**config.mk**
```make
export PLATFORM = sky130hd
export DESIGN_NAME = cacheControl
export DESIGN_NICKNAME = d
export VERILOG_FILES = /design/src/cshPkg.sv /design/src/cycleArbiter.sv /design/src/wayMatchSummary.sv /design/src/eboxSequencer.sv /design/src/chanSequencer.sv /design/src/diagReadout.sv /design/src/cacheControl.sv
export SDC_FILE = /design/constraint.sdc
export NUM_CORES = 1
export LEC_CHECK = 0
export BUFFER_PORTS_ARGS = -buffer_cell sky130_fd_sc_hd__buf_2
export CORE_ASPECT_RATIO = 2
export CORE_MARGIN = 2
export CORE_UTILIZATION = 35
export CTS_BUF_LIST = sky130_fd_sc_hd__clkbuf_2 sky130_fd_sc_hd__clkbuf_4 sky130_fd_sc_hd__clkbuf_8
export CTS_CLUSTER_SIZE = 20
export DETAILED_ROUTE_END_ITERATION = 10
export HOLD_SLACK_MARGIN = 0.12
export SLEW_MARGIN = 10
export SYNTH_ARGS = -nofsm -noshare
export SYNTH_HDL_FRONTEND = slang
export SYNTH_HIERARCHICAL = 1
export SYNTH_SLANG_ARGS = --single-unit
export TNS_END_PERCENT = 1
```
**constraint.sdc**
```tcl
create_clock -name clk -period 1.6 [get_ports clk]
set_clock_uncertainty 0.15 [all_clocks]
set_input_delay 0.48 -clock clk [delete_from_list [all_inputs] [get_ports clk]]
set_output_delay 0.48 -clock clk [all_outputs]
set_load 0.02 [all_outputs]
```
**src/cshPkg.sv**
```systemverilog
package cshPkg;

  // Cache geometry
  localparam int numWays = 4;
  localparam int lruWidth = 2;

  // Diagnostic readout
  localparam int diagSelWidth = 3;
  localparam int diagWidth = 8;

  // Cycle type word, loaded whole from the grants or read by field
  typedef union packed {
    logic [1:0] vec;
    struct packed {
      logic eboxCyc;
      logic chanCyc;
    } fields;
  } cycleWordT;

endpackage

```
**src/cycleArbiter.sv**
```systemverilog
`timescale 1ns/1ps

module cycleArbiter (
  input  logic                         clk,
  input  logic                         rstN,
  input  logic                         chanReq,
  input  logic                         eboxReq,
  input  logic                         eboxDone,
  input  logic                         chanDone,
  output logic                         chanGrant,
  output logic                         eboxGrant,
  output logic                         readyToGo,
  output logic [cshPkg::diagWidth-1:0] arbStatus
);
  import cshPkg::*;

  logic idle;
  logic anyGrant;
  logic cycDone;
  cycleWordT cycleWord;
  logic [diagWidth-4:0] grantHist;

  assign readyToGo = idle;

  // Channel wins over EBOX
  assign chanGrant = idle & chanReq;
  assign eboxGrant = idle & eboxReq & ~chanReq;
  assign anyGrant = chanGrant | eboxGrant;

  // Only the done of the running cycle type ends it
  assign cycDone = (cycleWord.fields.eboxCyc & eboxDone) |
                   (cycleWord.fields.chanCyc & chanDone);

  always_ff @(posedge clk or negedge rstN) begin
    if (!rstN) begin
      idle <= 1'b1;
      cycleWord <= '0;
      grantHist <= '0;
    end else if (anyGrant) begin
      idle <= 1'b0;
      cycleWord.vec <= {eboxGrant, chanGrant};
      // One bit per grant, set for channel
      grantHist <= {grantHist[diagWidth-5:0], chanGrant};
    end else if (cycDone) begin
      idle <= 1'b1;
      cycleWord <= '0;
    end
  end

  assign arbStatus = {grantHist, idle, cycleWord.vec};

endmodule

```
**src/wayMatchSummary.sv**
```systemverilog
`timescale 1ns/1ps

module wayMatchSummary (
  input  logic [cshPkg::numWays-1:0]   validMatch,
  input  logic [cshPkg::numWays-1:0]   anyWr,
  input  logic [cshPkg::numWays-1:0]   wdVal,
  input  logic [cshPkg::lruWidth-1:0]  lru,
  output logic                         anyValidMatch,
  output logic                         rdFound,
  output logic                         anyWrittenMatch,
  output logic                         lruAnyWr,
  output logic [cshPkg::diagWidth-1:0] wayStatus
);

  // Some way holds the line
  assign anyValidMatch = |validMatch;

  // Matching way also has the word
  assign rdFound = |(validMatch & wdVal);

  // Matching way is dirty
  assign anyWrittenMatch = |(validMatch & anyWr);

  // Victim way is dirty
  assign lruAnyWr = anyWr[lru];

  assign wayStatus = {anyWr, validMatch};

endmodule

```
**src/eboxSequencer.sv**
```systemverilog
`timescale 1ns/1ps

module eboxSequencer (
  input  logic                         clk,
  input  logic                         rstN,
  input  logic                         eboxGrant,
  input  logic                         eboxCycAbort,
  input  logic                         vmaRead,
  input  logic                         cacheBit,
  input  logic                         coreDataValid,
  input  logic                         anyValidMatch,
  input  logic                         rdFound,
  input  logic                         lruAnyWr,
  output logic                         eboxDone,
  output logic                         mboxResp,
  output logic                         coreRdRq,
  output logic                         cacheWr,
  output logic                         oneWordWr,
  output logic                         writeback,
  output logic                         eboxRetryReq,
  output logic [cshPkg::diagWidth-1:0] eboxStatus
);

  logic t0;
  logic t1;
  logic t2;
  logic abortDone;
  logic doneQ;
  logic readHit;
  logic readMiss;
  logic writeHit;
  logic writeMiss;
  logic victimDirty;
  logic wbStart;
  logic coreRdStart;
  logic coreRdDone;

  // Timing chain, abort in T1 stops it
  always_ff @(posedge clk or negedge rstN) begin
    if (!rstN) begin
      t0 <= 1'b0;
      t1 <= 1'b0;
      t2 <= 1'b0;
    end else begin
      t0 <= eboxGrant;
      t1 <= t0;
      t2 <= t1 & ~eboxCycAbort;
    end
  end

  assign abortDone = t1 & eboxCycAbort;

  // Outcome decode at T2
  assign victimDirty = cacheBit & lruAnyWr;
  assign readHit = vmaRead & rdFound;
  assign readMiss = vmaRead & ~rdFound;
  assign writeHit = ~vmaRead & anyValidMatch;
  assign writeMiss = ~vmaRead & ~anyValidMatch;
  assign wbStart = (readMiss | writeMiss) & victimDirty;
  assign coreRdStart = t2 & readMiss & ~victimDirty;

  // Core read ends on the first data valid seen
  assign coreRdDone = coreRdRq & coreDataValid;

  always_ff @(posedge clk or negedge rstN) begin
    if (!rstN) begin
      doneQ <= 1'b0;
      mboxResp <= 1'b0;
      coreRdRq <= 1'b0;
      cacheWr <= 1'b0;
      oneWordWr <= 1'b0;
      writeback <= 1'b0;
    end else begin
      doneQ <= (t2 & ~coreRdStart) | coreRdDone;
      mboxResp <= (t2 & (readHit | writeHit | (writeMiss & ~victimDirty))) | coreRdDone;
      coreRdRq <= coreRdStart | (coreRdRq & ~coreDataValid);
      // Clean victim on a cached write miss takes the write
      cacheWr <= t2 & (writeHit | (writeMiss & cacheBit & ~lruAnyWr));
      oneWordWr <= t2 & writeMiss & ~cacheBit;
      writeback <= t2 & wbStart;
    end
  end

  assign eboxDone = doneQ | abortDone;

  // Retry goes out with the writeback
  assign eboxRetryReq = writeback;

  assign eboxStatus = {3'b000, writeback, coreRdRq, t2, t1, t0};

endmodule

```
**src/chanSequencer.sv**
```systemverilog
`timescale 1ns/1ps

module chanSequencer (
  input  logic                         clk,
  input  logic                         rstN,
  input  logic                         chanGrant,
  input  logic                         chanToMem,
  input  logic                         cacheToMbDone,
  input  logic                         anyValidMatch,
  input  logic                         anyWrittenMatch,
  output logic                         chanDone,
  output logic                         chanWrCache,
  output logic                         chanRdWait,
  output logic [cshPkg::diagWidth-1:0] chanStatus
);

  logic t1;
  logic t2;
  logic t3;
  logic rdWaitStart;
  logic wrHit;

  // Read of a dirty line must wait for the MB transfer
  assign rdWaitStart = t3 & ~chanToMem & anyWrittenMatch;
  assign wrHit = t3 & chanToMem & anyValidMatch;

  always_ff @(posedge clk or negedge rstN) begin
    if (!rstN) begin
      t1 <= 1'b0;
      t2 <= 1'b0;
      t3 <= 1'b0;
      chanDone <= 1'b0;
      chanWrCache <= 1'b0;
      chanRdWait <= 1'b0;
    end else begin
      t1 <= chanGrant;
      t2 <= t1;
      t3 <= t2;
      chanDone <= (t3 & ~rdWaitStart) | (chanRdWait & cacheToMbDone);
      chanWrCache <= wrHit;
      chanRdWait <= rdWaitStart | (chanRdWait & ~cacheToMbDone);
    end
  end

  assign chanStatus = {1'b0, chanToMem, chanRdWait, chanWrCache, chanDone, t3, t2, t1};

endmodule

```
**src/diagReadout.sv**
```systemverilog
`timescale 1ns/1ps

module diagReadout (
  input  logic                            diagEn,
  input  logic [cshPkg::diagSelWidth-1:0] diagSel,
  input  logic [cshPkg::diagWidth-1:0]    arbStatus,
  input  logic [cshPkg::diagWidth-1:0]    wayStatus,
  input  logic [cshPkg::diagWidth-1:0]    eboxStatus,
  input  logic [cshPkg::diagWidth-1:0]    chanStatus,
  output logic [cshPkg::diagWidth-1:0]    diagData
);

  always_comb begin
    diagData = '0;
    if (diagEn) begin
      case (diagSel)
        3'd0: diagData = arbStatus;
        3'd1: diagData = wayStatus;
        3'd2: diagData = eboxStatus;
        3'd3: diagData = chanStatus;
        // Upper selects unused
        default: diagData = '0;
      endcase
    end
  end

endmodule

```
**src/cacheControl.sv**
```systemverilog
`timescale 1ns/1ps

module cacheControl (
  input  logic                            clk,
  input  logic                            rstN,
  input  logic                            chanReq,
  input  logic                            eboxReq,
  input  logic                            vmaRead,
  input  logic                            cacheBit,
  input  logic                            chanToMem,
  input  logic [cshPkg::numWays-1:0]      validMatch,
  input  logic [cshPkg::numWays-1:0]      anyWr,
  input  logic [cshPkg::numWays-1:0]      wdVal,
  input  logic [cshPkg::lruWidth-1:0]     lru,
  input  logic                            eboxCycAbort,
  input  logic                            coreDataValid,
  input  logic                            cacheToMbDone,
  input  logic                            diagEn,
  input  logic [cshPkg::diagSelWidth-1:0] diagSel,
  output logic                            chanGrant,
  output logic                            eboxGrant,
  output logic                            readyToGo,
  output logic                            mboxResp,
  output logic                            coreRdRq,
  output logic                            cacheWr,
  output logic                            oneWordWr,
  output logic                            writeback,
  output logic                            eboxRetryReq,
  output logic                            chanWrCache,
  output logic                            chanRdWait,
  output logic [cshPkg::diagWidth-1:0]    diagData
);
  import cshPkg::*;

  logic eboxDone;
  logic chanDone;
  logic anyValidMatch;
  logic rdFound;
  logic anyWrittenMatch;
  logic lruAnyWr;
  logic [diagWidth-1:0] arbStatus;
  logic [diagWidth-1:0] wayStatus;
  logic [diagWidth-1:0] eboxStatus;
  logic [diagWidth-1:0] chanStatus;

  cycleArbiter uArb (
    .clk(clk), .rstN(rstN), .chanReq(chanReq), .eboxReq(eboxReq),
    .eboxDone(eboxDone), .chanDone(chanDone), .chanGrant(chanGrant),
    .eboxGrant(eboxGrant), .readyToGo(readyToGo), .arbStatus(arbStatus)
  );

  wayMatchSummary uWays (
    .validMatch(validMatch), .anyWr(anyWr), .wdVal(wdVal), .lru(lru),
    .anyValidMatch(anyValidMatch), .rdFound(rdFound),
    .anyWrittenMatch(anyWrittenMatch), .lruAnyWr(lruAnyWr), .wayStatus(wayStatus)
  );

  eboxSequencer uEbox (
    .clk(clk), .rstN(rstN), .eboxGrant(eboxGrant), .eboxCycAbort(eboxCycAbort),
    .vmaRead(vmaRead), .cacheBit(cacheBit), .coreDataValid(coreDataValid),
    .anyValidMatch(anyValidMatch), .rdFound(rdFound), .lruAnyWr(lruAnyWr),
    .eboxDone(eboxDone), .mboxResp(mboxResp), .coreRdRq(coreRdRq), .cacheWr(cacheWr),
    .oneWordWr(oneWordWr), .writeback(writeback), .eboxRetryReq(eboxRetryReq),
    .eboxStatus(eboxStatus)
  );

  chanSequencer uChan (
    .clk(clk), .rstN(rstN), .chanGrant(chanGrant), .chanToMem(chanToMem),
    .cacheToMbDone(cacheToMbDone), .anyValidMatch(anyValidMatch),
    .anyWrittenMatch(anyWrittenMatch), .chanDone(chanDone), .chanWrCache(chanWrCache),
    .chanRdWait(chanRdWait), .chanStatus(chanStatus)
  );

  diagReadout uDiag (
    .diagEn(diagEn), .diagSel(diagSel), .arbStatus(arbStatus), .wayStatus(wayStatus),
    .eboxStatus(eboxStatus), .chanStatus(chanStatus), .diagData(diagData)
  );

endmodule

```
==> results.txt <==
----------------------------------------------------
[Floorplanning]
  IO Pins ... 47
  Area of the die ... 4652 µm²
  Floorplan die width ... 49.24 µm
  Core footprint ... 4005 µm²
  Std cell rows ... 33
  Initial core utilization ... 0.3577
  Die Height ... 94.48 µm

[Worst setup path]
  Cell count of the worst reg-to-reg path ... 3
  Worst path slowest cell ... or3b_4
  Dominant cell type by count on the critical path ... buf_6
  Worst EP arrival ... 1.37 ns
  Startpoint kind of the worst setup timing path ... primary input
  Biggest fanout along the worst timing path ... 8
  Number of buffers and inverters on the critical path ... 3
  Setup slack of the most critical reg-to-reg path ... 0.11 ns
  Cell-by-cell listing of the critical path ... buf_6, or3b_4, buf_12, o22ai_2, buf_6
  Crit. End Element ... output pin
  Delay-heaviest family, CP ... buffers and inverters
  Critical register-to-register path endpoint ... uArb/grantHist[4]
  Type of the setup path with the least slack ... primary input to output pin
  Worst path max stage delay ... 0.39 ns
  Reg-to-reg critical path startpoint ... uArb/readyToGo
  Number of logic stages on the critical path including buffering ... 5
  Required time of the worst setup path ... 0.97 ns

[Pwr]
  Internal portion of total power ... 866.1 µW
  Maximum vdd ir drop ... 0.0005756 V
  Fraction of power consumed by combinational cells ... 0.186
  Portion of total power attributed to sequential cells ... 0.506
  Power per cell area ... 596.9 nW/µm²
  Clock network fraction of total power ... 0.308
  Fraction of power spent switching nets ... 0.2455
  Leak ... 0.0009647 µW
  Net load switching power ... 281.7 µW

[CTS]
  Sinks on Clock Net ... 23
  TritonCTS clock tree ... built
  Clk_lat worst skew ... 0.26 ns
  Buffer levels on the longest clock path ... 2
  Clock slew at the register clock pins of the worst setup and hold paths ... 0.08 ns
  Clk root buf ... clkbuf_8
  Post-CTS setup buffer count ... 0
  Clock buffer count from CTS ... 3
  Level count of the clock H-tree ... 1

[Logic synthesis]
  Yosys warnings ... 6
  Most numerous cell types in the synthesized netlist ... 27 x buf_4, 22 x dfrtp_1, 16 x mux2i_1
  Number of flip-flops and latches in the synthesized netlist ... 23
  Cell count after synthesis ... 131
  Sequential element share of the synthesized area ... 0.4026
  Fraction of registers with async set or reset after synthesis ... 1.000
  Per-instance average area after synthesis ... 10.94 µm²
  Number of enable-type register cells in the synthesized netlist ... 0
  Top cells by area, synth ... dfrtp_1 38%, buf_4 14%, mux2i_1 11%
  Predominant post-synthesis flop cell ... dfrtp_1
  Fraction of synthesized cell area taken by the top area cell type ... 0.3843
  Yosys cell types ... 36
  Synth Cell Area ... 1433 µm²
  Cell taking the most area after synthesis ... dfrtp_1
  Most numerous cell in the Yosys netlist ... buf_4

[Detailed routing]
  WL met2 ... 1655 µm
  WL met3 ... 212 µm
  Number of remaining DRC errors ... 0
  Via total after detailed routing ... 1109
  Detailed Routing Iterations Pass 1 ... 4
  Top routing layer in use ... met4
  M1 wire length ... 1354 µm
  Remaining number of nets flagged by the antenna check after routing ... 0
  Sum of routed wire length over all layers ... 3241 µm
  Initial DRC count ... 34
  WL/cell ... 14.15 µm
  Via/cell ratio ... 4.843

[Outcome]
  Outcome ... finished, violations left
  Failing checks ... negative setup slack

[Placement]
  Placer's final routability congestion estimate ... 0.7767
  IO Port Bufs ... 46
  HPWL Detailed ... 2570 µm
  Standard cell area after detailed placement ... 1732 µm²

[Cells and area]
  Total number of nets in the final design ... 206
  Synthesis-to-finish area growth ... 34.24%
  Register ranked first by flip-flop count ... uArb/grantHist
  Max FFs per register ... 5
  Filler Cell Count ... 374
  Antenna fix cells ... 0
  Register Area ... 576.8 µm²
  Fraction of layout cells with a size suffix above 1 ... 0.5650
  Final cell area excluding filler cells ... 1923 µm²
  Total area of multi-input combinational cells ... 710.7 µm²
  Largest registers ranked by flip-flop count ... uArb/grantHist: 5 flops, uArb/cycleWord: 2 flops

[Global route]
  Grt ovf ... 0
  Pin count of the biggest net entering global routing ... 24
  Overall track demand over capacity in global routing ... 0.1481
  Number of global-route vias before repair ... 1127
  Wire length of the first global-routing pass ... 5313 µm
  Antenna violations before repair ... 0

[STA]
  Unrepaired setup endpoints after global routing ... true
  Portion of the clock cycle consumed by the worst path in the final layout ... 1.248
  Setup violations, final ... 11
  Worst-case hold slack ... 0.2226 ns
  Hold violation total from the final report ... 0
  Setup slack after layout ... -0.3975 ns
  Fmax achieved ... 500.6 MHz
  Post-layout minimum cycle time ... 1.997 ns
  Slew at the pin with the worst max-slew slack ... 0.5131 ns
  Max-Slew Margin vs Limit ... 0.6580
  Max-slew violations ... 0

[Min path]
  Hold depth ... 2
  Kind of path behind the tightest hold check ... primary input to register
  Sink of the worst hold path ... uEbox/t2
  Hold path startpoint ... eboxCycAbort

[Run]
  Max cap viols ... 0

----------------------------------------------------
[metal layers]
metal | vias to the layer above | track usage
met2 | 48 | 0.2579
met1 | 531 | 0.1856
met5 | - | 0
met4 | 0 | 0.04286
met3 | 2 | 0.02373
li1 | 528 | -
[logic make-up (layout without fill, tap and decap cells)]
logic type	Yosys count	after routing	share of synthesized area
AND/OR/NAND/NOR	24	24	0.1048
AO/OA/AOI/OAI	26	26	0.1450
buffers and inverters	35	79	0.1729
multiplexers	21	21	0.1694
flip-flops	23	23	0.4026
other	2	4	0.005242
[cells in the final DEF, fill, tap and decap left out, drive strengths merged, types with 3 or more instances in the layout]
| cell | synthesis | final |
|---|---|---|
| buf | 29 | 68 |
| dfrtp | 22 | 22 |
| mux2i | 16 | 16 |
| o22ai | 10 | 10 |
| nand2 | 7 | 7 |
| inv | 6 | 6 |
| nand2b | 5 | 5 |
| mux2 | 4 | 4 |
| conb | 2 | 4 |
| a22oi | 4 | 4 |
| clkbuf | 0 | 3 |
| nor2 | 3 | 3 |
[final cells by class]
cell class | instances | area share
Tap cell | 52 | 0.03383
Sequential cell | 23 | 0.2999
Timing Repair Buffer | 69 | 0.2609
Multi-Input combinational cell | 75 | 0.3696
Clock inverter | 1 | 0.002602
Clock buffer | 3 | 0.02147
Inverter | 6 | 0.01171
[power by group through the flow]
| stage | combinational (µW) | sequential, µW | clock, µW |
|---|---|---|---|
| finish | 214 | 581 | 353 |
| floorplan | 107 | 592 | 0 |
| detailed placement | 187 | 592 | 0 |
| global route | 232 | 581 | 400 |
| CTS | 208 | 581 | 367 |
| global placement | 186 | 592 | 0 |
[worst max path at each step]
stage | end | start
3_5_place_dp | diagData[6] | diagSel[1]
2_1_floorplan | diagData[6] | diagSel[1]
6_report | diagData[1] | diagSel[2]
3_3_place_gp | diagData[6] | diagSel[1]
5_1_grt | diagData[0] | diagSel[2]
4_1_cts | diagData[1] | diagSel[2]
[through the flow]
step | cells | power (µW) | setup WS, ns | setup TNS [ns] | util
after floorplan | 133 | 699.7 | -0.2622 | -2.130 | -
after global placement | 224 | 777.9 | -0.4487 | -4.828 | 0.4324
after detailed placement | 224 | 779.6 | -0.4568 | -4.902 | 0.4324
after CTS | 229 | 1156 | -0.3935 | -3.554 | 0.4727
after global routing | 229 | 1213 | -0.4176 | -3.852 | 0.4802
final | 229 | 1148 | -0.3975 | -3.543 | 0.4802
[repair_timing]
action | CTS | global route
endpoints found under the hold margin | 22 | 0
gates resized for setup | 29 | 7
hold buffers | 1 | 0
setup endpoints to repair | 12 | 11
pin swaps | 2 | 0
Power figures use the tool's default switching activity.
